--- config.mk ---
export PLATFORM = sky130hd
export DESIGN_NAME = ar_payload_store_flat
export DESIGN_NICKNAME = d
export VERILOG_FILES = /design/src/axi_pkg.sv /design/src/mst_pkg.sv /design/src/slot_if.sv /design/src/ar_payload_store.sv /design/src/flat_wrapper.sv
export SDC_FILE = /design/constraint.sdc
export NUM_CORES = 1
export LEC_CHECK = 0
export BUFFER_PORTS_ARGS = -buffer_cell sky130_fd_sc_hd__buf_2
export CORE_MARGIN = 4
export CORE_UTILIZATION = 45
export DETAILED_ROUTE_END_ITERATION = 6
export GPL_TIMING_DRIVEN = 0
export HOLD_SLACK_MARGIN = 0.03
export PLACE_DENSITY = 0.8
export RECOVER_POWER = 50
export SLEW_MARGIN = 20
export SYNTH_ARGS = -nofsm -noshare
export SYNTH_HDL_FRONTEND = slang
export SYNTH_SLANG_ARGS = --single-unit
--- constraint.sdc ---
create_clock -name clk -period 1.8 [get_ports clk]
set_clock_uncertainty 0.2 [all_clocks]
set_input_delay 0.09 -clock clk [delete_from_list [all_inputs] [get_ports clk]]
set_output_delay 0.09 -clock clk [all_outputs]
set_load 0.02 [all_outputs]
--- src/axi_pkg.sv ---
package axi_pkg;

    // ----------------------------------------------------------------------
    // Channel widths
    // ----------------------------------------------------------------------
    localparam int axi_id_w   = 4;
    localparam int axi_addr_w = 32;
    localparam int axi_len_w  = 8;
    localparam int axi_size_w = 3;
    localparam int axi_user_w = 6;
    localparam int axi_data_w = 32;

    typedef enum logic [1:0] {
        burst_fixed = 2'b00,
        burst_incr  = 2'b01,
        burst_wrap  = 2'b10
    } axi_burst_e;

    // Higher code is the worse response
    typedef enum logic [1:0] {
        resp_okay   = 2'b00,
        resp_exokay = 2'b01,
        resp_slverr = 2'b10,
        resp_decerr = 2'b11
    } axi_resp_e;

    localparam logic [axi_size_w-1:0] size_4_byte = 3'b010;
    localparam logic [axi_len_w-1:0]  burst_len   = 8'd3;  // 4 beats per burst

endpackage

--- src/mst_pkg.sv ---
package mst_pkg;

    typedef enum logic [1:0] {
        slot_free   = 2'b00,
        slot_issue  = 2'b01,  // Allocated, AR not yet accepted
        slot_wait   = 2'b10,  // AR accepted, waiting for last beat
        slot_retire = 2'b11   // Complete, waiting for report
    } slot_state_e;

    typedef struct packed {
        logic [axi_pkg::axi_user_w-axi_pkg::axi_id_w-1:0] upper;
        logic [axi_pkg::axi_id_w-1:0]                     id;
    } req_split_t;

    // Request number as a whole, or split into upper part and AXI id
    typedef union packed {
        logic [axi_pkg::axi_user_w-1:0] num;
        req_split_t                     split;
    } req_tag_u;

    typedef struct packed {
        logic [axi_pkg::axi_addr_w-1:0] addr;
        axi_pkg::axi_burst_e            burst;
    } ar_pattern_t;

    function automatic ar_pattern_t pattern_lookup(input logic [2:0] idx);
        ar_pattern_t pat;
        case (idx)
            3'd0:    pat = '{32'h0000_0000, axi_pkg::burst_incr};
            3'd1:    pat = '{32'h0000_0010, axi_pkg::burst_incr};
            3'd2:    pat = '{32'h0000_0020, axi_pkg::burst_incr};
            3'd3:    pat = '{32'h0000_0030, axi_pkg::burst_fixed};
            3'd4:    pat = '{32'h0000_0034, axi_pkg::burst_wrap};
            3'd5:    pat = '{32'h0000_0038, axi_pkg::burst_wrap};
            3'd6:    pat = '{32'h0000_0040, axi_pkg::burst_fixed};
            default: pat = '{32'h0000_0050, axi_pkg::burst_incr};
        endcase
        return pat;
    endfunction

endpackage

--- src/slot_if.sv ---
`timescale 1ns/1ps

interface slot_if #(
    parameter int ost_depth = 8
);
    localparam int ptr_w = $clog2(ost_depth);

    logic             set_en;         // Slot allocated this cycle
    logic [ptr_w-1:0] set_ptr;
    logic [ptr_w-1:0] issue_ptr;      // Oldest allocated, unissued
    logic             issue_pending;  // Some slot sits in ISSUE
    logic             ar_fire;
    logic [ptr_w-1:0] result_ptr;     // Oldest issued, incomplete
    logic             last_fire;
    logic             retire_en;      // Slot retired and reported
    logic [ptr_w-1:0] retire_ptr;

    modport ctrl (
        output set_en, set_ptr, issue_ptr, issue_pending, result_ptr, retire_en, retire_ptr,
        input  ar_fire, last_fire
    );

    modport ar (
        input  set_en, set_ptr, issue_ptr, issue_pending,
        output ar_fire
    );

    modport r (
        input  set_en, set_ptr, result_ptr, retire_en, retire_ptr,
        output last_fire
    );

endinterface

--- src/ar_payload_store.sv ---
`timescale 1ns/1ps

module ar_payload_store #(
    parameter int ost_depth = 8
) (
    input  logic                           clk,
    input  logic                           rst_n,
    slot_if.ar                             slots,
    input  mst_pkg::req_tag_u              tag,
    output logic [axi_pkg::axi_id_w-1:0]   arid,
    output logic [axi_pkg::axi_addr_w-1:0] araddr,
    output logic [axi_pkg::axi_len_w-1:0]  arlen,
    output logic [axi_pkg::axi_size_w-1:0] arsize,
    output axi_pkg::axi_burst_e            arburst,
    output logic [axi_pkg::axi_user_w-1:0] aruser,
    output logic                           arvalid,
    input  logic                           arready
);
    import axi_pkg::*;
    import mst_pkg::*;

    req_tag_u    tag_mem [ost_depth];
    ar_pattern_t pat_mem [ost_depth];

    // Pattern follows the request number so slot choice does not matter
    always_ff @(posedge clk) begin
        if (slots.set_en) begin
            tag_mem[slots.set_ptr] <= tag;
            pat_mem[slots.set_ptr] <= pattern_lookup(tag.num[2:0]);
        end
    end

    assign arid    = tag_mem[slots.issue_ptr].split.id;
    assign aruser  = tag_mem[slots.issue_ptr].num;
    assign araddr  = pat_mem[slots.issue_ptr].addr;
    assign arburst = pat_mem[slots.issue_ptr].burst;
    assign arlen   = burst_len;
    assign arsize  = size_4_byte;

    assign arvalid       = slots.issue_pending;
    assign slots.ar_fire = arvalid & arready;

    // Issue queue head must hold until the handshake
    a_ar_stable: assert property (@(posedge clk) disable iff (!rst_n)
        arvalid && !arready |=> arvalid && $stable(araddr) && $stable(aruser));

endmodule

--- src/flat_wrapper.sv ---
// flat-port wrapper written by rule: the top's interface ports become plain ports
module ar_payload_store_flat import axi_pkg::*; import mst_pkg::*;
#(
    parameter int ost_depth = 8
)
  (clk, rst_n, tag, arid, araddr, arlen, arsize, arburst, aruser, arvalid, arready, slots_set_en, slots_set_ptr, slots_issue_ptr, slots_issue_pending, slots_ar_fire);
  slot_if #(.ost_depth(ost_depth)) slots_i ();
  input  logic clk;
  input  logic rst_n;
  input  mst_pkg::req_tag_u tag;
  output logic [axi_pkg::axi_id_w-1:0] arid;
  output logic [axi_pkg::axi_addr_w-1:0] araddr;
  output logic [axi_pkg::axi_len_w-1:0] arlen;
  output logic [axi_pkg::axi_size_w-1:0] arsize;
  output axi_pkg::axi_burst_e arburst;
  output logic [axi_pkg::axi_user_w-1:0] aruser;
  output logic arvalid;
  input  logic arready;
  input wire logic [$bits(slots_i.set_en)-1:0] slots_set_en;
  input wire logic [$bits(slots_i.set_ptr)-1:0] slots_set_ptr;
  input wire logic [$bits(slots_i.issue_ptr)-1:0] slots_issue_ptr;
  input wire logic [$bits(slots_i.issue_pending)-1:0] slots_issue_pending;
  output wire logic [$bits(slots_i.ar_fire)-1:0] slots_ar_fire;
  assign slots_i.set_en = slots_set_en;
  assign slots_i.set_ptr = slots_set_ptr;
  assign slots_i.issue_ptr = slots_issue_ptr;
  assign slots_i.issue_pending = slots_issue_pending;
  assign slots_ar_fire = slots_i.ar_fire;
  ar_payload_store #(.ost_depth(ost_depth)) u_core (.clk(clk), .rst_n(rst_n), .slots(slots_i), .tag(tag), .arid(arid), .araddr(araddr), .arlen(arlen), .arsize(arsize), .arburst(arburst), .aruser(aruser), .arvalid(arvalid), .arready(arready));
endmodule
**After elaboration in Yosys (flattened, before gate mapping)**

Memory sizes are Yosys's and may differ from the RTL's.
Index checks and enable logic that the tools add are counted.

- Equal/unequal tests: 6
- Multiplexer cells: 4
- Bitwise operators: 1
- Reductions and logical operators: 1

Operators by type and width:

| operator | number |
|---|---|
| $pmux W9 S7 | 1 |
| $mux W34 | 1 |
| $eq A3 B3 Y1 const B | 3 |
| $eq A3 B2 Y1 const B | 2 |
| $eq A3 B1 Y1 const B | 1 |
| $logic_not A3 Y1 | 1 |
| $mux W1 | 2 |
| $and A1 B1 Y1 | 1 |

- Flip-flop bits (word level): 0
- Memory bits (writable): 320
- Input bits: 17
- Output and inout bits: 57
- Logic and storage cells: 14
- Memories: 2

Memories:

| memory | words | width | read ports | clocked after Yosys merged registers in | write ports | RTL line | RTL |
|---|---|---|---|---|---|---|---|
| u_core.pat_mem | 8 | 34 | 1 | 0 | 1 | ar_payload_store.sv:23 | `ar_pattern_t pat_mem [ost_depth];` |
| u_core.tag_mem | 8 | 6 | 1 | 0 | 1 | ar_payload_store.sv:22 | `req_tag_u tag_mem [ost_depth];` |

**Depth between registers and ports, before layout**

- Depth in word-level cells: 3
- Mapped depth: 5
- Depth with buffers taken out: 3

**Worst setup path after synthesis**

Ideal clock, no wire load.

- Kind: input -> register
- Start point: in slots_set_ptr[1]
- End point: mem u_core.pat_mem[0][0] in the netlist's numbering, enable pin
- Setup time: 0.400 ns
- Data arrival time: 1.202 ns
- Required time: 1.200 ns
- Setup slack: -0.001 ns
- Stages on the path: 2
- Path buffers: 0
- Cells stage by stage: nand2b_1 nor3_1

RTL lines:

| element | RTL line | RTL |
|---|---|---|
| start, declared | flat_wrapper.sv:20 | `input wire logic [$bits(slots_i.set_ptr)-1:0] slots_set_ptr;` |
| end, declared | ar_payload_store.sv:23 |  |

No word-level cell before the write port.

**Final worst setup path**

- Start point: mem u_core.tag_mem[4][0] in the netlist's numbering
- End point: out aruser[0] in the netlist's numbering

- Word-level cells in the longest chain between the ends: 1

Ends and longest elaborated chain:

| element | RTL line | RTL |
|---|---|---|
| start, declared | ar_payload_store.sv:22 |  |
| $mem_v2 Z8 W6 | n/a |  |
| end, declared | flat_wrapper.sv:16 | `output logic [axi_pkg::axi_user_w-1:0] aruser;` |

No other way between the ends.

==> impl_metrics.csv <==
group,metric,value,unit
run_status,status,"finished, violations left",
run_status,violations,"negative setup slack",
final_layout,nets,324,
placement,placed_cells,421,
worst_setup_path,endpoint_kind,"output pin",
clock_network,root_buffer,"clkbuf_8",
job,drv_cap,0,
grt,overflow,0,
clock_network,cts_buffers,9,
synthesis,ys_types,17,
sta,setup_violations,17,
power_and_ir_drop,ir_drop,0.000411,V
power_and_ir_drop,p_leak,1.87,nW
min_path,hp-start,"slots_set_ptr[2]",
placement,gp_congestion,0.663,
final_layout,area_growth,18.5,%
power_and_ir_drop,power,4.81,mW
routing,postRouteWirelength,7.80,mm
sta,slew_headroom,14.4,%
routing,drc,0,
clock_network,clk_pin_slew,90,ps
placement,dp_hpwl,4.99,mm
sta,max_freq,488,MHz
worst_setup_path,crit_start,"u_core.tag_mem[4][0]",
clock_network,clockBufferDepth,2,
final_layout,final_cell_mix,"104 x edfxtp_1, 41 x buf_4, 38 x conb_1, 24 x mux4_2, 22 x buf_6",
routing,vias,2089,
worst_setup_path,crit_fanout,2,
clock_network,htree_num_levels,3,
floorplanning,rows,36,
floorplanning,io_pins,74,
grt,grt_start_max_net_pins,19,
final_layout,fin_area,5270,sq um
routing,avgViaCountPerCell,4.69,
grt,first_global_vias,2067,
placement,preCtsSetupSlack,-225,ps
routing,ant_nets,0,
sta,setup_tns,-2650,ps
final_layout,n_antenna_cell,0,
synthesis,netlist_area,4450,sq um
synthesis,avgSynthCellArea,20.4,sq um
routing,drtIter0Drc,133,
floorplanning,die-area,11500,sq um
clock_network,cts_sinks,104,
min_path,hp-class,"in -> reg",
final_layout,final_common_cell,"edfxtp_1",
floorplanning,coreArea,9680,sq um
synthesis,yosys_warnings,0,
synthesis,yosysTopAreaCell,"edfxtp_1",
sta,worst_pin_slew,1280,ps
sta,rsz0062_at_grt,"yes",
sta,period_needed,2050,ps
sta,slew_violations,0,
synthesis,seq_area_frac_synth,70.3,%
floorplanning,fp.dieW,107,um
floorplanning,start_util,45.9,%
sta,hold_viol_final,0,
synthesis,synth_top_area_share,70.3,%
floorplanning,die_h,107,um
worst_setup_path,required,1510,ps
clock_network,cts_tree,"built",
final_layout,drive_gt1_share,41.7,%
grt,antenna_found_initial,0,
sta,timing.final.crit_share,114,%
routing,drtPass1Iterations,4,
worst_setup_path,start_kind,"flop",
sta,setup_ws,-247,ps
grt,use_met1,19.2,%
synthesis,netlist_top_cells_area,"edfxtp_1 70%, mux4_1 14%, buf_4 7.3%",
worst_setup_path,arrival,1760,ps
final_layout,stdcell_count,445,
routing,drt-wirelength-per-cell,17.5,um
synthesis,syn_inst,218,
grt,grt-busiest-layer,"met2",
grt,grt_pass1_wl,12.1,mm
placement,io_buffers,32,
worst_setup_path,crit_type,"reg -> out",
placement,place_area,4960,sq um
grt,use_met3,3.42,%
grt,use_met2,23.0,%
grt,grt_usage,14.1,%
synthesis,ys_ff_latch,104,
clock_network,cts_setup_buffers,0,
power_and_ir_drop,power.density,914,nW/um^2
[area by class of cell]
cell class / instances / area [sq um]
Buffer: 50 / 389
Clock buffer: 9 / 124
Clock inverter: 7 / 78.8
Fill cell: 754 / 4420
Inverter: 1 / 3.75
Multi-Input combinational cell: 99 / 1050
Sequential cell: 104 / 3120
Tap cell: 133 / 166
Timing Repair Buffer: 42 / 335
[cells by family (layout without fill, tap and decap cells)]
family	after synthesis	after routing	synth area share (%)
xor gates and xnor gates	2	2	0.394
buffers and inverters	51	109	8.50
DFF	104	104	70.3
muxes	39	39	18.5
other	2	38	0.169
and+or+nand+nor	20	20	2.20
[synth_stat cells (all sizes together)]
| cell | n |
|---|---|
| and2 | 3 |
| conb | 2 |
| nand2b | 5 |
| buf | 49 |
| edfxtp | 104 |
| mux4 | 26 |
| nand2 | 3 |
| mux2 | 13 |
| nor3 | 2 |
| clkbuf | 1 |
| inv | 1 |
| nor2 | 7 |
| xor2 | 2 |
[worst max-delay path: stages, from the launching register on]
cell      delay [ps]
edfxtp_1         400
mux4_2           480
mux2_4           300
buf_6            120
buf_6            120
[final timing paths]
path                                   end  slack [ps]  depth (start not counted)
worst max-delay path             aruser[0]        -250                          4
worst min-delay path  u_core.tag_mem[5][1]         130                          3
[through the flow]
stage	utilization (%)	hold WS, ps
floorplan	-	-11.1
global placement	50.7	153
detailed placement	51.2	163
CTS	54.7	37.7
global route	54.4	159
finish	54.4	130
[timing repair]
action,CTS,global route
hold endpoints to repair,61,0
gates resized for setup,61,4
hold buffers,8,0
setup endpoints to repair,17,17
[sequential cells by signal (all words and copies together) (netlist names)]
register and cells:
u_core.pat_mem 56, u_core.tag_mem 48
[routing by layer]
metal | share of wire (%) | wire (um)
met5 | 0 | 0
met1 | 41 | 3200
met4 | 0.47 | 37
met2 | 51 | 4010
met3 | 7.0 | 547
[report_power, final]
part	total (mW)	leakage [nW]	internal, mW	switching (mW)
clock network	1.45	0.105	0.661	0.785
logic	0.598	0.857	0.285	0.313
registers	2.77	0.909	2.75	0.0199
total	4.81	1.87	3.70	1.12
(Power assumes the default switching activity.)
