`src/axi_pkg.sv`:
```
package axi_pkg;

    // ----------------------------------------------------------------------
    // Channel widths
    // ----------------------------------------------------------------------
    localparam int axi_id_w   = 4;
    localparam int axi_addr_w = 32;
    localparam int axi_len_w  = 8;
    localparam int axi_size_w = 3;
    localparam int axi_user_w = 6;
    localparam int axi_data_w = 32;

    typedef enum logic [1:0] {
        burst_fixed = 2'b00,
        burst_incr  = 2'b01,
        burst_wrap  = 2'b10
    } axi_burst_e;

    // Higher code is the worse response
    typedef enum logic [1:0] {
        resp_okay   = 2'b00,
        resp_exokay = 2'b01,
        resp_slverr = 2'b10,
        resp_decerr = 2'b11
    } axi_resp_e;

    localparam logic [axi_size_w-1:0] size_4_byte = 3'b010;
    localparam logic [axi_len_w-1:0]  burst_len   = 8'd3;  // 4 beats per burst

endpackage

```
`src/slot_if.sv`:
```
`timescale 1ns/1ps

interface slot_if #(
    parameter int ost_depth = 8
);
    localparam int ptr_w = $clog2(ost_depth);

    logic             set_en;         // Slot allocated this cycle
    logic [ptr_w-1:0] set_ptr;
    logic [ptr_w-1:0] issue_ptr;      // Oldest allocated, unissued
    logic             issue_pending;  // Some slot sits in ISSUE
    logic             ar_fire;
    logic [ptr_w-1:0] result_ptr;     // Oldest issued, incomplete
    logic             last_fire;
    logic             retire_en;      // Slot retired and reported
    logic [ptr_w-1:0] retire_ptr;

    modport ctrl (
        output set_en, set_ptr, issue_ptr, issue_pending, result_ptr, retire_en, retire_ptr,
        input  ar_fire, last_fire
    );

    modport ar (
        input  set_en, set_ptr, issue_ptr, issue_pending,
        output ar_fire
    );

    modport r (
        input  set_en, set_ptr, result_ptr, retire_en, retire_ptr,
        output last_fire
    );

endinterface

```
`src/r_collector.sv`:
```
`timescale 1ns/1ps

module r_collector #(
    parameter int ost_depth = 8
) (
    input  logic                           clk,
    input  logic                           rst_n,
    slot_if.r                              slots,
    input  logic [axi_pkg::axi_id_w-1:0]   rid,
    input  logic [axi_pkg::axi_data_w-1:0] rdata,
    input  axi_pkg::axi_resp_e             rresp,
    input  logic                           rlast,
    input  logic                           rvalid,
    output logic                           rready,
    output logic                           report_valid,
    output logic [axi_pkg::axi_id_w-1:0]   report_id,
    output axi_pkg::axi_resp_e             report_resp,
    output logic                           report_err,
    output logic [axi_pkg::axi_len_w:0]    report_beats,
    input  logic                           report_ready,
    output logic                           report_ready_ok
);
    import axi_pkg::*;

    logic [axi_id_w-1:0]  id_mem    [ost_depth];
    axi_resp_e            resp_mem  [ost_depth];
    logic [axi_len_w:0]   beats_mem [ost_depth];
    logic [ost_depth-1:0] done_q;     // Last beat seen, report pending
    logic                 beat_fire;

    assign rready          = 1'b1;     // No back-pressure on R
    assign beat_fire       = rvalid & rready;
    assign slots.last_fire = beat_fire & rlast;

    // ----------------------------------------------------------------------
    // Per-slot beat merge
    // ----------------------------------------------------------------------
    always_ff @(posedge clk) begin
        if (slots.set_en) begin
            resp_mem[slots.set_ptr]  <= resp_okay;
            beats_mem[slots.set_ptr] <= '0;
        end
        if (beat_fire) begin
            id_mem[slots.result_ptr]    <= rid;
            beats_mem[slots.result_ptr] <= beats_mem[slots.result_ptr] + 1'b1;
            resp_mem[slots.result_ptr]  <= (rresp > resp_mem[slots.result_ptr]) ?
                                           rresp : resp_mem[slots.result_ptr];  // Keep worst
        end
    end

    always_ff @(posedge clk or negedge rst_n) begin
        if (!rst_n) begin
            done_q <= '0;
        end else begin
            if (slots.last_fire) done_q[slots.result_ptr] <= 1'b1;
            if (slots.retire_en) done_q[slots.retire_ptr] <= 1'b0;
        end
    end

    // Report side
    assign report_valid    = done_q[slots.retire_ptr];
    assign report_id       = id_mem[slots.retire_ptr];
    assign report_resp     = resp_mem[slots.retire_ptr];
    assign report_beats    = beats_mem[slots.retire_ptr];
    assign report_err      = (report_resp == resp_slverr) || (report_resp == resp_decerr);
    assign report_ready_ok = report_valid & report_ready;

    // All beats of one burst carry the same id
    a_rid_match: assert property (@(posedge clk) disable iff (!rst_n)
        rvalid && beats_mem[slots.result_ptr] != '0 |-> rid == id_mem[slots.result_ptr]);

    a_r_known: assert property (@(posedge clk) disable iff (!rst_n)
        rvalid |-> !$isunknown({rid, rdata, rlast}));

endmodule

```
`src/flat_wrapper.sv`:
```
// flat-port wrapper written by rule: the top's interface ports become plain ports
module r_collector_flat import axi_pkg::*;
#(
    parameter int ost_depth = 8
)
  (clk, rst_n, rid, rdata, rresp, rlast, rvalid, rready, report_valid, report_id, report_resp, report_err, report_beats, report_ready, report_ready_ok, slots_set_en, slots_set_ptr, slots_result_ptr, slots_retire_en, slots_retire_ptr, slots_last_fire);
  slot_if #(.ost_depth(ost_depth)) slots_i ();
  input  logic clk;
  input  logic rst_n;
  input  logic [axi_pkg::axi_id_w-1:0] rid;
  input  logic [axi_pkg::axi_data_w-1:0] rdata;
  input  axi_pkg::axi_resp_e rresp;
  input  logic rlast;
  input  logic rvalid;
  output logic rready;
  output logic report_valid;
  output logic [axi_pkg::axi_id_w-1:0] report_id;
  output axi_pkg::axi_resp_e report_resp;
  output logic report_err;
  output logic [axi_pkg::axi_len_w:0] report_beats;
  input  logic report_ready;
  output logic report_ready_ok;
  input wire logic [$bits(slots_i.set_en)-1:0] slots_set_en;
  input wire logic [$bits(slots_i.set_ptr)-1:0] slots_set_ptr;
  input wire logic [$bits(slots_i.result_ptr)-1:0] slots_result_ptr;
  input wire logic [$bits(slots_i.retire_en)-1:0] slots_retire_en;
  input wire logic [$bits(slots_i.retire_ptr)-1:0] slots_retire_ptr;
  output wire logic [$bits(slots_i.last_fire)-1:0] slots_last_fire;
  assign slots_i.set_en = slots_set_en;
  assign slots_i.set_ptr = slots_set_ptr;
  assign slots_i.result_ptr = slots_result_ptr;
  assign slots_i.retire_en = slots_retire_en;
  assign slots_i.retire_ptr = slots_retire_ptr;
  assign slots_last_fire = slots_i.last_fire;
  r_collector #(.ost_depth(ost_depth)) u_core (.clk(clk), .rst_n(rst_n), .slots(slots_i), .rid(rid), .rdata(rdata), .rresp(rresp), .rlast(rlast), .rvalid(rvalid), .rready(rready), .report_valid(report_valid), .report_id(report_id), .report_resp(report_resp), .report_err(report_err), .report_beats(report_beats), .report_ready(report_ready), .report_ready_ok(report_ready_ok));
endmodule
```
`config.mk`:
```
export PLATFORM = sky130hd
export DESIGN_NAME = r_collector_flat
export DESIGN_NICKNAME = d
export VERILOG_FILES = /design/src/axi_pkg.sv /design/src/slot_if.sv /design/src/r_collector.sv /design/src/flat_wrapper.sv
export SDC_FILE = /design/constraint.sdc
export NUM_CORES = 1
export LEC_CHECK = 0
export BUFFER_PORTS_ARGS = -buffer_cell sky130_fd_sc_hd__buf_2
export CORE_ASPECT_RATIO = 1.75
export CORE_MARGIN = 2
export CORE_UTILIZATION = 45
export DETAILED_ROUTE_END_ITERATION = 6
export PLACE_DENSITY = 0.62
export SLEW_MARGIN = 20
export SYNTH_ARGS = -nofsm -noshare
export SYNTH_HDL_FRONTEND = slang
export SYNTH_SLANG_ARGS = --single-unit
```
`constraint.sdc`:
```
create_clock -name clk -period 2.9 [get_ports clk]
set_input_delay 0.435 -clock clk [delete_from_list [all_inputs] [get_ports clk]]
set_output_delay 0.435 -clock clk [all_outputs]
set_load 0.005 [all_outputs]
```
# [Word-level counts from Yosys, hierarchy flattened]
# Memories as Yosys holds them, arrays and structs flattened.
# Index checks and enable logic that the tools add are counted.
[op_classes] eq_ne=2 n_lt_le_gt_ge=5 n_reduce_logical=3 n_bitwise=5 n_addsub=1 n_mux=13
[op_table] op="8-bit two-way mux" n=2
[op_table] op="9-bit by 1-bit adder with 9-bit output, second input constant" n=1
[op_table] op="8-bit bitwise AND" n=1
[op_table] op="3-bit by 4-bit less-than comparator with 1-bit output, second input constant" n=2
[op_table] op="8-bit inverter" n=1
[op_table] op="8-bit OR" n=1
[op_table] op="1-bit two-way mux" n=7
[op_table] op="1-bit demux with 3-bit select" n=2
[op_table] op="3-bit by 1-bit greater-or-equal comparator with 1-bit output, second input constant" n=2
[op_table] op="2-bit equality test, second input constant" n=2
[op_table] op="1-bit binary-select mux with 3-bit select" n=1
[op_table] op="1-bit bitwise AND" n=2
[op_table] op="2-bit greater-than comparator" n=1
[op_table] op="1-bit logical AND" n=2
[op_table] op="2-bit two-way mux" n=1
[op_table] op="1-bit logical OR" n=1
[totals] out_inout_bits=20 ff_bits=8 wordCells=33 memories=3 ram_bits=120
[mem_list] memory="u_core.beats_mem" words=8 word_bits=9 read_ports=2 rd_clocked_by_memory_dff=0 write_ports=2 line_no="r_collector.sv:27" rtl="logic [axi_len_w:0] beats_mem [ost_depth];"
[mem_list] memory="u_core.id_mem" words=8 word_bits=4 read_ports=1 rd_clocked_by_memory_dff=0 write_ports=1 line_no="r_collector.sv:25" rtl="logic [axi_id_w-1:0] id_mem [ost_depth];"
[mem_list] memory="u_core.resp_mem" words=8 word_bits=2 read_ports=2 rd_clocked_by_memory_dff=0 write_ports=2 line_no="r_collector.sv:26" rtl="axi_resp_e resp_mem [ost_depth];"

# [Depth between registers and ports, before layout]
[depth] depth_word=8 mapped_depth=15

# [Worst setup path before layout]
# OpenSTA, ideal clock, no wires.
[synth_path] path_kind="input-to-reg" startpoint="in slots_result_ptr[0]" endpoint="mem u_core.resp_mem[0][0] in the netlist's numbering (data pin)" path_slack_ns=-0.239 n_path_buf=4 stages=14 arrival_time_ns=2.872 setup_ns=0.268 cell_sequence="buf_6 > buf_8 > buf_4 > buf_4 > mux2_2 > a221oi_1 > a31oi_1 > a311oi_1 > ha_1 > nor2_1 > o211ai_1 > o311ai_0 > nor2_1 > nor2_1"
[synth_lines] element="start: declaration" line_no="flat_wrapper.sv:25" rtl="input wire logic [$bits(slots_i.result_ptr)-1:0] slots_result_ptr;"
[synth_lines] element="end: declaration" line_no="r_collector.sv:26"

==> metrics.yaml <==
status: "complete, no violations"
place_inst: 717
p_seq_frac: 0.413
p_leak_uw: 0.003085
finalNonFillerCells: 750
cts_setup_buffers: 0
final_core_util: 0.5497
antenna_found_initial: 0
die_w_um: 96.75
cts_tree: "built"
ys_warn_count: 0
wl_per_cell_um: 23.19
worstMarginPinSlew_ns: 0.6117
slew_headroom: 0.5893
drt.antenna.violating_nets: 0
clock_latency_ns: 0.42
p_int_uw: 3990
synth_edf_count: 120
drv_slew: 0
cts_buffer_depth: 2
hp-class: "input port to flip-flop"
drive_gt1_frac: 0.3563
die_area_um2: 16090
first_iter_violations: 403
worstPathMaxFanout: 8
totalWireLength_um: 17400
dp_hpwl_um: 12580
cp-start-kind: "flip-flop"
p_clk_frac: 0.465
min_period_over_period: 0.8659
first_pass_iters: 5
critPathArrivalTime_ns: 2.67
path_clk_slew_ns: 0.06
gp_congestion: 0.8720
drc: 0
start_util: 0.4588
synth.cell_area_um2: 6774
max_cap_viol_count: 0
num_rows: 59
grt_max_degree: 37
cts-root-buf: "clkbuf_16"
synth_nets: 535
num_vias: 4523
layout_min_cycle_time_ns: 2.511
power_density_nw_per_um2: 634.4
io_pins: 74
ys_seq_area_frac: 0.5615
htree_levels: 4
grt_pass1_vias: 4714
syn_area_per_cell_um2: 14.20
comb_power_share: 0.121
hold_viol: 0
peakVddDrop_mv: 0.6017
synthFlopType: "edfxtp_1"
setup_violations: 0
track_usage: 0.2217
cts_buffers: 17
switchingPower_uw: 1159
area_delta_synth_final_pct: 19.80
layout_setup_ws_ns: 0.3889
pre_cts_slack_ns: -0.002429
clock-sinks: 128
via_per_inst: 6.031
diodes: 0
fin_skew_ns: 0.007550
yosysUniqueCellTypes: 57
worstSetupEndpointType: "flip-flop"
worstSetupPathType: "flip-flop to flip-flop"
synth_cells: 477
grt_overflow: 0
coreArea_um2: 14760
grt_first_pass_wirelength_um: 26730
fmax_mhz: 398.2
cp.required_ns: 3.06
swShare: 0.2250
rsz0062_at_grt: "no"
synth.ff_latch_count: 128
async_flop_share: 0.06250
port_buffers: 40
final_nets: 612
chipHeight_um: 166.3
synth_stat cells (2+ instances only):
cell	number	area share
nand2_1	18	0.010
edfxtp_1	120	0.53
dfrtp_1	8	0.030
nor2_1	55	0.030
xnor2_1	2	0.0026
buf_6	5	0.0083
inv_1	14	0.0078
o21ai_0	6	0.0044
and2_1	7	0.0065
and3_1	7	0.0065
buf_2	4	0.0030
o211ai_1	2	0.0022
a221o_1	2	0.0030
nand3_1	10	0.0074
nand4_1	9	0.0083
buf_1	2	0.0011
mux4_1	7	0.027
ha_1	4	0.0074
a31oi_1	6	0.0055
mux2i_1	9	0.013
or2_2	2	0.0018
o31ai_1	2	0.0022
and2_2	2	0.0022
a21oi_1	13	0.0096
nor2b_1	8	0.0074
a211o_1	7	0.0091
nor3_1	17	0.013
nor3b_1	8	0.0089
mux4_2	38	0.13
and4_1	2	0.0026
clkbuf_1	13	0.0072
nand2b_1	6	0.0055
buf_4	11	0.012
a22oi_1	2	0.0022
mux2_2	27	0.045
cell type report:
cell class	instances	area, µm²
fillers	1237	6649
flip-flops and latches	128	3804
multi-input cells	296	2684
repair buffers	97	680.7
clock buffers	17	425.4
clock inverters	15	240.2
well taps	183	229.0
inverters	14	52.55
kinds of logic (layout without fill, tap and decap cells):
kind of cell | count (synthesis) | count (layout) | synth area share
DFF | 128 | 128 | 0.5615
and+or+nand+nor | 155 | 155 | 0.1145
muxes | 81 | 81 | 0.2117
xor gates and xnor gates | 3 | 3 | 0.003880
AOI/OAI and AO/OA | 52 | 52 | 0.05486
other | 1 | 1 | 0.0005536
buffers and inverters | 53 | 143 | 0.04562
adders and majority gates | 4 | 4 | 0.007389
state kept, by name, indices dropped and copies added (netlist names):
name and flops:
u_core.id_mem 32, u_core.done_q 8, u_core.beats_mem 72, u_core.resp_mem 16
timing repair:
action / 4_1_cts / 5_1_grt
resized for setup: 0 / 0
hold buffers: 1 / 0
endpoints found under the hold margin: 8 / 0
critical path, stage by stage, from the launching register on:
cell and delay [ns]:
edfxtp_1 0.43, mux2_4 0.29, a221oi_2 0.25, a31oi_1 0.06, a311oi_1 0.32, ha_1 0.24, nor2_1 0.05, o211ai_1 0.15
o311ai_1 0.13, nor2_2 0.12, buf_4 0.16, nor2_1 0.06
power by group through the flow:
stage	Combinational, µW	Sequential, µW	Clock, µW
after floorplan	398	2150	0
after global placement	610	2160	0
after detailed placement	622	2170	0
after CTS	627	2130	2420
after global routing	670	2140	2490
final	624	2130	2400
stage by stage:
| step | area, µm² | hold slack (ns) | TNS (ns) | total power [µW] |
|---|---|---|---|---|
| CTS | 8115 | 0.2586 | 0 | 5179 |
| global route | 8115 | 0.2699 | 0 | 5296 |
| detailed placement | 7440 | 0.2862 | -0.002429 | 2788 |
| finish | 8115 | 0.2728 | 0 | 5148 |
| global placement | 7440 | 0.2780 | 0 | 2768 |
| floorplan | 6802 | 0.1394 | 0 | 2552 |
placed cells by master, fill, tap and decap left out, types with 7 or more instances in the layout:
cell	n
nor3b_1	8
mux4_1	7
and3_1	7
buf_2	40
nor2_1	54
nand3_1	10
and2_1	7
nor2b_1	8
clkbuf_16	17
nor3_1	17
edfxtp_1	120
a211o_1	7
mux2i_1	9
inv_1	14
dfrtp_1	8
buf_4	52
nand2_1	18
mux4_2	38
nand4_1	9
mux2_2	26
a21oi_1	13
path summary, 6_finish.rpt:
path | startpoint | end | slack [ns] | cells after the start
setup / recovery | u_core.resp_mem[7][1] | u_core.resp_mem[7][0] | 0.39 | 11
min in group asynchronous | rst_n | u_core.done_q[3] | 0.39 | 2
hold / removal | slots_retire_en | u_core.done_q[3] | 0.27 | 2
setup reg to reg | u_core.resp_mem[7][1] | u_core.resp_mem[7][0] | 0.39 | 11
max in group asynchronous | rst_n | u_core.done_q[4] | 2.33 | 2
hold reg to reg | u_core.done_q[2] | u_core.done_q[2] | 0.54 | 2
per-layer routing:
| layer | share of wire | track usage |
|---|---|---|
| met5 | 0 | 0 |
| met4 | 0.034 | 0.1023 |
| met3 | 0.048 | 0.04125 |
| met2 | 0.57 | 0.4124 |
| met1 | 0.35 | 0.2400 |
Note: power is estimated with default switching activity, not from simulation.
