$ cat src/axi_pkg.sv
package axi_pkg;

    // ----------------------------------------------------------------------
    // Channel widths
    // ----------------------------------------------------------------------
    localparam int axi_id_w   = 4;
    localparam int axi_addr_w = 32;
    localparam int axi_len_w  = 8;
    localparam int axi_size_w = 3;
    localparam int axi_user_w = 6;
    localparam int axi_data_w = 32;

    typedef enum logic [1:0] {
        burst_fixed = 2'b00,
        burst_incr  = 2'b01,
        burst_wrap  = 2'b10
    } axi_burst_e;

    // Higher code is the worse response
    typedef enum logic [1:0] {
        resp_okay   = 2'b00,
        resp_exokay = 2'b01,
        resp_slverr = 2'b10,
        resp_decerr = 2'b11
    } axi_resp_e;

    localparam logic [axi_size_w-1:0] size_4_byte = 3'b010;
    localparam logic [axi_len_w-1:0]  burst_len   = 8'd3;  // 4 beats per burst

endpackage

$ cat src/mst_pkg.sv
package mst_pkg;

    typedef enum logic [1:0] {
        slot_free   = 2'b00,
        slot_issue  = 2'b01,  // Allocated, AR not yet accepted
        slot_wait   = 2'b10,  // AR accepted, waiting for last beat
        slot_retire = 2'b11   // Complete, waiting for report
    } slot_state_e;

    typedef struct packed {
        logic [axi_pkg::axi_user_w-axi_pkg::axi_id_w-1:0] upper;
        logic [axi_pkg::axi_id_w-1:0]                     id;
    } req_split_t;

    // Request number as a whole, or split into upper part and AXI id
    typedef union packed {
        logic [axi_pkg::axi_user_w-1:0] num;
        req_split_t                     split;
    } req_tag_u;

    typedef struct packed {
        logic [axi_pkg::axi_addr_w-1:0] addr;
        axi_pkg::axi_burst_e            burst;
    } ar_pattern_t;

    function automatic ar_pattern_t pattern_lookup(input logic [2:0] idx);
        ar_pattern_t pat;
        case (idx)
            3'd0:    pat = '{32'h0000_0000, axi_pkg::burst_incr};
            3'd1:    pat = '{32'h0000_0010, axi_pkg::burst_incr};
            3'd2:    pat = '{32'h0000_0020, axi_pkg::burst_incr};
            3'd3:    pat = '{32'h0000_0030, axi_pkg::burst_fixed};
            3'd4:    pat = '{32'h0000_0034, axi_pkg::burst_wrap};
            3'd5:    pat = '{32'h0000_0038, axi_pkg::burst_wrap};
            3'd6:    pat = '{32'h0000_0040, axi_pkg::burst_fixed};
            default: pat = '{32'h0000_0050, axi_pkg::burst_incr};
        endcase
        return pat;
    endfunction

endpackage

$ cat src/req_counter.sv
`timescale 1ns/1ps

module req_counter #(
    parameter int max_req_num = 32
) (
    input  logic              clk,
    input  logic              rst_n,
    input  logic              count_en,
    output mst_pkg::req_tag_u tag,
    output logic              finish
);
    import axi_pkg::*;

    localparam int cnt_w = $clog2(max_req_num + 1);

    logic [cnt_w-1:0] count_q;  // Allocations so far

    assign tag.num = axi_user_w'(count_q);

    always_ff @(posedge clk or negedge rst_n) begin
        if (!rst_n) begin
            count_q <= '0;
            finish  <= 1'b0;
        end else if (count_en && !finish) begin
            count_q <= count_q + 1'b1;
            finish  <= (int'(count_q) == max_req_num - 1);  // High once count hits max
        end
    end

    a_no_alloc_done: assert property (@(posedge clk) disable iff (!rst_n)
        !(count_en && finish));

endmodule

$ cat config.mk
export PLATFORM = sky130hd
export DESIGN_NAME = req_counter
export DESIGN_NICKNAME = d
export VERILOG_FILES = /design/src/axi_pkg.sv /design/src/mst_pkg.sv /design/src/req_counter.sv
export SDC_FILE = /design/constraint.sdc
export NUM_CORES = 1
export LEC_CHECK = 0
export BUFFER_PORTS_ARGS = -buffer_cell sky130_fd_sc_hd__buf_4
export CORE_AREA = 2 2 39 41
export CTS_BUF_LIST = sky130_fd_sc_hd__clkbuf_2
export CTS_CLUSTER_DIAMETER = 150
export DETAILED_ROUTE_END_ITERATION = 6
export DIE_AREA = 0 0 41 43
export HOLD_SLACK_MARGIN = 0.12
export PLACE_DENSITY = 0.55
export SYNTH_ARGS = -nofsm -noshare
export SYNTH_HDL_FRONTEND = slang
export SYNTH_SLANG_ARGS = --single-unit
$ cat constraint.sdc
create_clock -name clk -period 1.1 [get_ports clk]
set_input_delay 0.22 -clock clk [delete_from_list [all_inputs] [get_ports clk]]
set_output_delay 0.22 -clock clk [all_outputs]
set_load 0.02 [all_outputs]
# Word-level counts from Yosys, hierarchy flattened
# Cells that the tools add are included.
# totals
ff_bits,7
output_inout_bits,7
mem_count,0
rom_bits,0
ramBits,0
latchBits,0
in_bits,3
# classes
add_sub_neg,1
magnitude_cmp,0
reduce_logical,2
n_mux,0
div_mod_pow,0
n_eq_ne,1
shifts,0
bitwise_logic,0
n_mul,0
# op_table
op,n
"adder 6 x 1 -> 6 bit, second input constant",1
"equality test 6 bit, second input constant",1
logical AND 1 bit,1
logical NOT 1 bit,1

# Longest topological paths before layout
# Gate-level depths: netlist of run 1.
# logic_depth
ltp_word,2
ltp_mapped,4

# Least setup slack after synthesis of run 1
# OpenSTA, ideal clock, no wires.
# synth_path
path_type,reg-to-reg
startpoint,register count_q[0] (netlist: tag[0])
endpoint,register finish
path_slack_ns,-0.061
path_stages_with_launch,5
n_path_buf,0
arrival_time_ns,1.043
setup_ns,0.119
period_less_slack_ns,1.161
path_cell_list,dfrtp_1 ha_1 nand2_1 nor2_1 a21o_2
# synth_between
elab_chain_len,1
# synth_lines
item,line_no,text
"start, declared",req_counter.sv:16,logic [cnt_w-1:0] count_q;
"start signal, assigned",req_counter.sv:25,count_q <= count_q + 1'b1;
equality test 6 bit,req_counter.sv:26,finish <= (int'(count_q) == max_req_num - 1);
"end signal, assigned",req_counter.sv:26,
"end, declared",req_counter.sv:10,output logic finish
# No other way between the ends.
# A chain may end at the register's enable or synchronous reset.

# Worst setup path in the final report of run 1
# layout_path
startpoint,register finish
endpoint,register count_q[1] (netlist: tag[1])
# layout_between
elab_chain_len,2
# layout_lines
item,line_no,text
logical NOT 1 bit,req_counter.sv:24,end else if (count_en && !finish) begin
logical AND 1 bit,req_counter.sv:24,
# No other way between the ends.

==> results of run 1 <==
-- layout make-up --
cell class | count | area [sq um]
Timing Repair Buffer | 20 | 178.9
Clock buffer | 4 | 20.02
Tap cell | 16 | 20.02
Sequential cell | 7 | 178.9
Fill cell | 145 | 839.6
Multi-Input combinational cell | 17 | 146.4
-- power groups by stage --
stage | clock network (mW) | registers, mW | logic, mW
floorplan | 0 | 0.692 | 0.205
CTS | 0.195 | 0.515 | 0.987
finish | 0.189 | 0.516 | 1.05
global route | 0.214 | 0.534 | 1.11
detailed placement | 0 | 0.517 | 0.728
global placement | 0 | 0.506 | 0.719
-- flip-flops by register name, summed over array words and instances, names as in the netlist --
register	cells
finish	1
tag	6
-- final timing paths --
kind | start | endpoint | slack [ns] | depth (start not counted)
min | rst_n | finish$_DFFE_PN0P_ | 0.33 | 2
max in group asynchronous | rst_n | tag[1]$_DFFE_PN0P_ | 0.64 | 2
min reg2reg | tag[5]$_DFFE_PN0P_ | tag[5]$_DFFE_PN0P_ | 0.50 | 1
min in group clk | count_en | finish$_DFFE_PN0P_ | 0.39 | 4
max reg2reg | finish$_DFFE_PN0P_ | tag[1]$_DFFE_PN0P_ | -0.02 | 3
max | finish$_DFFE_PN0P_ | tag[1]$_DFFE_PN0P_ | -0.02 | 3
-- logic make-up (layout without fill, tap and decap cells) --
family | Yosys count | after routing
multiplexers | 1 | 1
AO/OA/AOI/OAI | 1 | 1
flip-flops | 7 | 7
AND/OR/NAND/NOR | 9 | 9
XOR/XNOR | 5 | 5
adder cells (fa/ha/maj) | 1 | 1
buffers and inverters | 0 | 24
-- critical path: stages, from the launching register on --
cell and delay [ns]:
dfrtp_2 0.42, buf_6 0.12, nor2b_4 0.16, mux2_4 0.31
-- cell usage in the layout, fill, tap and decap left out --
| master | Yosys | final |
|---|---|---|
| buf_4 | 0 | 12 |
| buf_6 | 0 | 7 |
| clkbuf_2 | 0 | 4 |
| dfrtp_1 | 7 | 4 |
| xor2_1 | 3 | 3 |
| dfrtp_2 | 0 | 3 |
| nand4_1 | 2 | 2 |
| xnor2_1 | 2 | 2 |
| nor2_1 | 2 | 2 |
| nand2_1 | 2 | 1 |
| nand2_2 | 0 | 1 |
| nor3_4 | 0 | 1 |
| nor2b_4 | 1 | 1 |
| mux2_4 | 0 | 1 |
| and3_1 | 1 | 1 |
| a21o_2 | 1 | 1 |
| ha_1 | 1 | 1 |
| dlygate4sd3_1 | 0 | 1 |
-- what timing repair did --
item	4_1_cts	5_1_grt
pin swaps	0	3
endpoints found under the setup margin	3	9
gates resized for setup	8	2
hold buffers	1	0
setup buffers	5	2
hold endpoints to repair	7	0
-- layer usage --
metal / share of wire / vias up / wire length [um]
li1: - / 130 / -
met1: 0.41 / 136 / 288
met2: 0.49 / 10 / 346
met3: 0.080 / 2 / 56
met4: 0.016 / 0 / 11
met5: 0 / - / 0
-- metrics by stage --
step	utilization	hold WS (ns)	TNS, ns
after global routing	0.3933	0.3336	-0.2171
after global placement	0.3056	0.03576	0
after detailed placement	0.3056	0.03729	0
after CTS	0.3761	0.3319	-0.04998
final	0.3933	0.3294	-0.03784
after floorplan	-	-0.07559	-0.02929
==> results.md, run 1 <==
- Placed wire-length estimate after detailed placement: 471.7 um
- Die Footprint: between 1500 and 2000 sq um
- Final Power: 1.753 mW
- Wire length of the first global-routing pass: about 1.1 mm
- Mean post-synth cell area: 12.88 sq um
- Power density over the cells: 3221 nW/um^2
- Kind of start point of the critical path: flop
- CTS clk-pin slew, worst paths: 0.07 ns
- Sort of element at the end of the critical path: flop
- Total global routing track utilization: 0.09929
- Placeable Area: 1384 sq um
- Async set-reset flop share out of synthesis: 1.000
- Boundary Pins: 10
- Maximum number of pins on one net before global-route repair: 8
- Placer congestion estimate: about 0.7
- Internal cell power: 1.089 mW
- Top-area cell type share of the netlist area: 0.5668
- Final clock skew: 0.006539 ns
- Class of the tightest hold or removal check: input port to asynchronous set/reset pin
- Total gr overflow: 0
- Post-synth EDFFs: 0
- H-tree level count: 1
- Result of the run: finished, violations left
- Total length of routed wires: roughly 700 um
- Initial antenna violation count: 0
- Cell type contributing the most total cell area after synthesis: dfrtp_1
- Violation count after the first detailed-route iteration: 2
- FP Rows: 14
- TritonCTS sink count: 7
- Data arrival time of the critical path: between 1 and 1.5 ns
- Final Cell Area: 544.3 sq um
- Post-layout min period: 1.121 ns
- P_leak: 0.2788 nW
- Register bit total from synthesis: 7
- Yosys warns: 0
- Post-route DRC: 0
- Met2 Track Usage GR: 0.1469
- Minimum setup slack in the final design: -0.02123 ns
- Cell types with the highest counts after synthesis: dfrtp_1, xor2_1
- Part of the Yosys area used for sequential elements: 0.5668
- # Max-Cap Violations: 0
- Least-Margin Pin Slew: 0.1570 ns
- Initial standard-cell utilization of the core: 0.2233
- Total via count after detailed routing: between 200 and 300
- Synthesized-area fraction occupied by xor and xnor cells: 0.1417
- Fraction of layout cells with a size suffix above 1: 0.6458
- Clk network pwr share: 0.108
- Fraction of synthesized area in multiplexers: 0.03644
- Max clock buf depth: 2
- Clock buffer count from CTS: 3
- Most utilized layer in the global route result: met2
- Worst setup path category: flop to flop
- Setup repair after global routing missed its margin: yes
- Average via count per standard cell: about 4.3
- Compound-gate portion of the synthesized area: 0.02834
- Root buffer cell: clkbuf_2
- Net total in the final layout: between 50 and 60
- Die height: 43 um
- Cell Count Post-Placement: between 50 and 60
- Switching share of total power: 0.3785
- Layout Area Growth over Synthesis: 76.11%
- Worst supply voltage drop on vdd: around 1100 uV
- Clock tree from TritonCTS: yes
- Simple logic cell fraction of the synthesized area: 0.1862
- Post-Synthesis Net Count: 28
- Part of the cycle the worst path needs: 1.019
- Failing checks: negative setup slack
- Cell types occupying the most area after synthesis: dfrtp_1, xor2_1, xnor2_1
- Top-count cell post-synth: dfrtp_1
- Met3 routing resource usage after global routing: 0.03141
- Final routed wire length divided by cell count: 10.97 um
- Endpoints failing setup: 4
- Count of unique library cells instantiated by Yosys: 12
- Final Hold Vio Count: 0
- Count of antenna-violating nets left after detailed routing: 0
- Via count of the first global-routing pass: 271
- Final Max Tran Viols: 0
- Tightest slew margin relative to the limit: 0.8953
- Sequential share of power: 0.294
- Number of cells in the finished layout apart from fillers: between 60 and 70
- Combinational family with the most area after synthesis: simple AND/OR/NAND/NOR gates
- Antenna diode count: 0
- Switching power: 663.5 uW
- Share of total power in combinational logic: 0.598
- Crit path required time: between 1 and 1.5 ns
- Count of input and output buffers: 9
- Main flop type after synthesis: dfrtp_1
- Area of the mapped netlist: between 300 and 400 sq um
- Detailed Routing Iterations Pass 1: 4
- Met1 demand-to-capacity share in global routing: 0.1093
- Width of the die: 41 um
- Placed cell area: 422.9 sq um
- Clock insertion delay at the later pin of the skew report: 0.23 ns
- Adder-cell share of the synthesized area: 0.04049
- Setup Slack @ Placement: 0.04271 ns
- Synthesized instance count: 24
- Peak clock frequency supported by timing: between 800 and 900 MHz
- Critical Path Fanout Max: 4
(Power assumes the default switching activity.)
==> run 2, diff against run 1 <==
Settings changed: PLACE_DENSITY 0.55 to 0.54.
Clock period 1.1 ns to 1.4 ns, I/O delays scaled along.
==> run 2 against run 1 <==
Effect of this change:
- the flow now finishes without violations
- cell area shrank 22%
- global-route usage fell by 1.7 points
- worst hold slack improved by 0.059 ns
- combinational power down 56%
- cell count fell by 16%
- total power down 41%
- non-clock buffer count down 10
- clock-buffer cell count unchanged
- via count is 18% lower
- utilization down 8.5 points
- register-to-register slack gained 0.31 ns
- sequential power decreased by 17%
- critical path type is now flop to output port
- highest routed layer is now met3
==> results.md, run 2 (synthesized netlist as in run 1, its figures left out) <==
- Met3 WL post-DR: 48 um (-14%)
- Number of buffer and inverter instances along the worst setup path: 1 (unchanged)
- Post-layout min period: 1.169 ns
- Total global routing track utilization: 0.08198 (-0.01731)
- Logic depth of the worst register-to-register path: 4 (+1)
- Die Footprint: 1763 sq um (unchanged)
- Violation count after the first detailed-route iteration: 1 (-1)
- Initial standard-cell utilization of the core: 0.2233 (unchanged)
- Met2 routed WL: 236 um (-32%)
- End of the worst register-to-register path: finish$_DFFE_PN0P_
- Final clock skew: 0.006145 ns (-0.0003938 ns)
- Average via count per standard cell: 4.204 (-3.2%)
- Kind of start point of the critical path: flop
- Final Max Tran Viols: 0 (unchanged)
- Post-cts resize count: 0 (-8)
- Data arrival time of the critical path: 0.89 ns (-0.35 ns)
- Antenna diode count: 0 (unchanged)
- Tightest slew margin relative to the limit: 0.8482 (-0.04713)
- Via count of the first global-routing pass: 225 (-17%)
- Count of antenna-violating nets left after detailed routing: 0 (unchanged)
- CP Cell Sequence: buf_4
- Clock insertion delay at the later pin of the skew report: 0.23 ns (about the same)
- Width of the die: 41 um (unchanged)
- Max clock buf depth: 2 (unchanged)
- Sort of element at the end of the critical path: output port
- Worst supply voltage drop on vdd: 649.0 uV (-42%)
- Total length of routed wires: 532 um (-24%)
- Worst reg2reg startpoint: tag[0]$_DFFE_PN0P_
- Worst setup path category: flop to output port
- # Max-Cap Violations: 0 (unchanged)
- Buffers inserted by post-CTS timing repair: 0 (-5)
- Critical Path Fanout Max: 5 (+1)
- Maximum number of pins on one net before global-route repair: 8 (unchanged)
- Post-route DRC: 0 (unchanged)
- Number of cells in the finished layout apart from fillers: 54 (-16%)
- CTS clk-pin slew, worst paths: 0.08 ns (about the same)
- Minimum setup slack in the final design: 0.2309 ns (+0.2522 ns)
- Crit path required time: 1.12 ns (-0.10 ns)
- P_leak: 0.2156 nW (-23%)
- Top library cells by usage in the layout, fill and taps aside: buf_4, dfrtp_1, clkbuf_2
- Placed cell area: 396.6 sq um (-6.2%)
- Die height: 43 um (unchanged)
- Setup repair after global routing missed its margin: no
- Final setup TNS: 0 ns (+0.03784 ns)
- Slowest stage cell on the critical path: dfrtp_1
- Placed wire-length estimate after detailed placement: 396.5 um (-16%)
- FP Rows: 14 (unchanged)
- Final Cell Area: 426.7 sq um (-22%)
- Setup Slack @ Placement: 0.2975 ns (+0.2548 ns)
- Placer congestion estimate: 0.7171 (+0.52%)
- Max stage delay on crit path: 0.47 ns (+0.05 ns)
- Clock buffer count from CTS: 3 (unchanged)
- Crit path max-delay family: flip-flops
- Cell Count Post-Placement: 49 (-5.8%)
- Fraction of layout cells with a size suffix above 1: 0.4474 (-0.1985)
- Setup slack of the worst register-to-register path: 0.29 ns (+0.31 ns)
- Topmost layer with routed signal wires: met3
- Most common library cell in the layout ignoring fill and taps: buf_4
- Endpoints failing setup: 0 (-4)
- Final routed wire length divided by cell count: 9.852 um (-10%)
- Flip-flop count of the largest register after layout: 6 (unchanged)
- Final Hold Vio Count: 0 (unchanged)
- Peak clock frequency supported by timing: 855.4 MHz
- Placeable Area: 1384 sq um (unchanged)
- Least-Margin Pin Slew: 0.2277 ns (+0.07069 ns)
- Layout Area Growth over Synthesis: 38.06%
- Total via count after detailed routing: 227 (-18%)
- Root buffer cell: clkbuf_2
- TritonCTS sink count: 7 (unchanged)
- Total gr overflow: 0 (unchanged)
- H-tree level count: 1 (unchanged)
- Power density over the cells: 2440 nW/um^2 (-24%)
- Net total in the final layout: 43 (-19%)
- Boundary Pins: 10 (unchanged)
- Part of the cycle the worst path needs: 0.8350
- Initial antenna violation count: 0 (unchanged)
- Wire length of the first global-routing pass: 897 um (-20%)
- Detailed Routing Iterations Pass 1: 2 (-2)
- Result of the run: finished, final reports clean
- Worst hold slack after final layout: 0.3884 ns (+0.05899 ns)
- Clock tree from TritonCTS: yes
- Count of input and output buffers: 9 (unchanged)
- Class of the tightest hold or removal check: input port to asynchronous set/reset pin
- DRT met1 WL: 248 um (-14%)
## run 2: cell types whose count changed in the layout (fill, tap and decap cells not counted), sizes merged
cell,delta
buf,-10
## run 2: layout make-up
type	count	area (sq um)
fill	148	957.2
sequential	7	175.2
multi-input combinational	17	133.9
timing repair buffer	10	77.57
clock buffer	4	20.02
tap	16	20.02
## run 2: worst max-delay path by stage
stage                       startpoint            endpoint  cells after the start
finish              finish$_DFFE_PN0P_              finish                      1
floorplan           tag[0]$_DFFE_PN0P_  finish$_DFFE_PN0P_                      4
CTS                 finish$_DFFE_PN0P_              finish                      1
global placement    tag[0]$_DFFE_PN0P_  finish$_DFFE_PN0P_                      4
global route        finish$_DFFE_PN0P_              finish                      1
detailed placement  tag[0]$_DFFE_PN0P_  finish$_DFFE_PN0P_                      4
## run 2: layer usage
layer | global-route usage | vias up
met4 | 0.1000 | 0
met5 | 0 | -
met1 | 0.09901 | 107
met3 | 0.03141 | 0
li1 | - | 113
met2 | 0.09375 | 7
## run 2: power by group
| group | leakage [nW] | switching (mW) | internal [mW] |
|---|---|---|---|
| clock network | 0.0166 | 0.0763 | 0.0760 |
| registers | 0.0851 | 0.126 | 0.302 |
| logic | 0.114 | 0.233 | 0.228 |
## run 2: repair_timing
action	in CTS	in global routing
endpoints found under the setup margin	0	0
endpoints found under the hold margin	7	0
hold buffers	1	0
## run 2: metrics by stage
step,util,power (mW)
2_1_floorplan,-,0.6949
3_3_place_gp,0.2866,0.8894
3_5_place_dp,0.2866,0.8994
4_1_cts,0.3083,1.062
5_1_grt,0.3083,1.116
6_report,0.3083,1.041
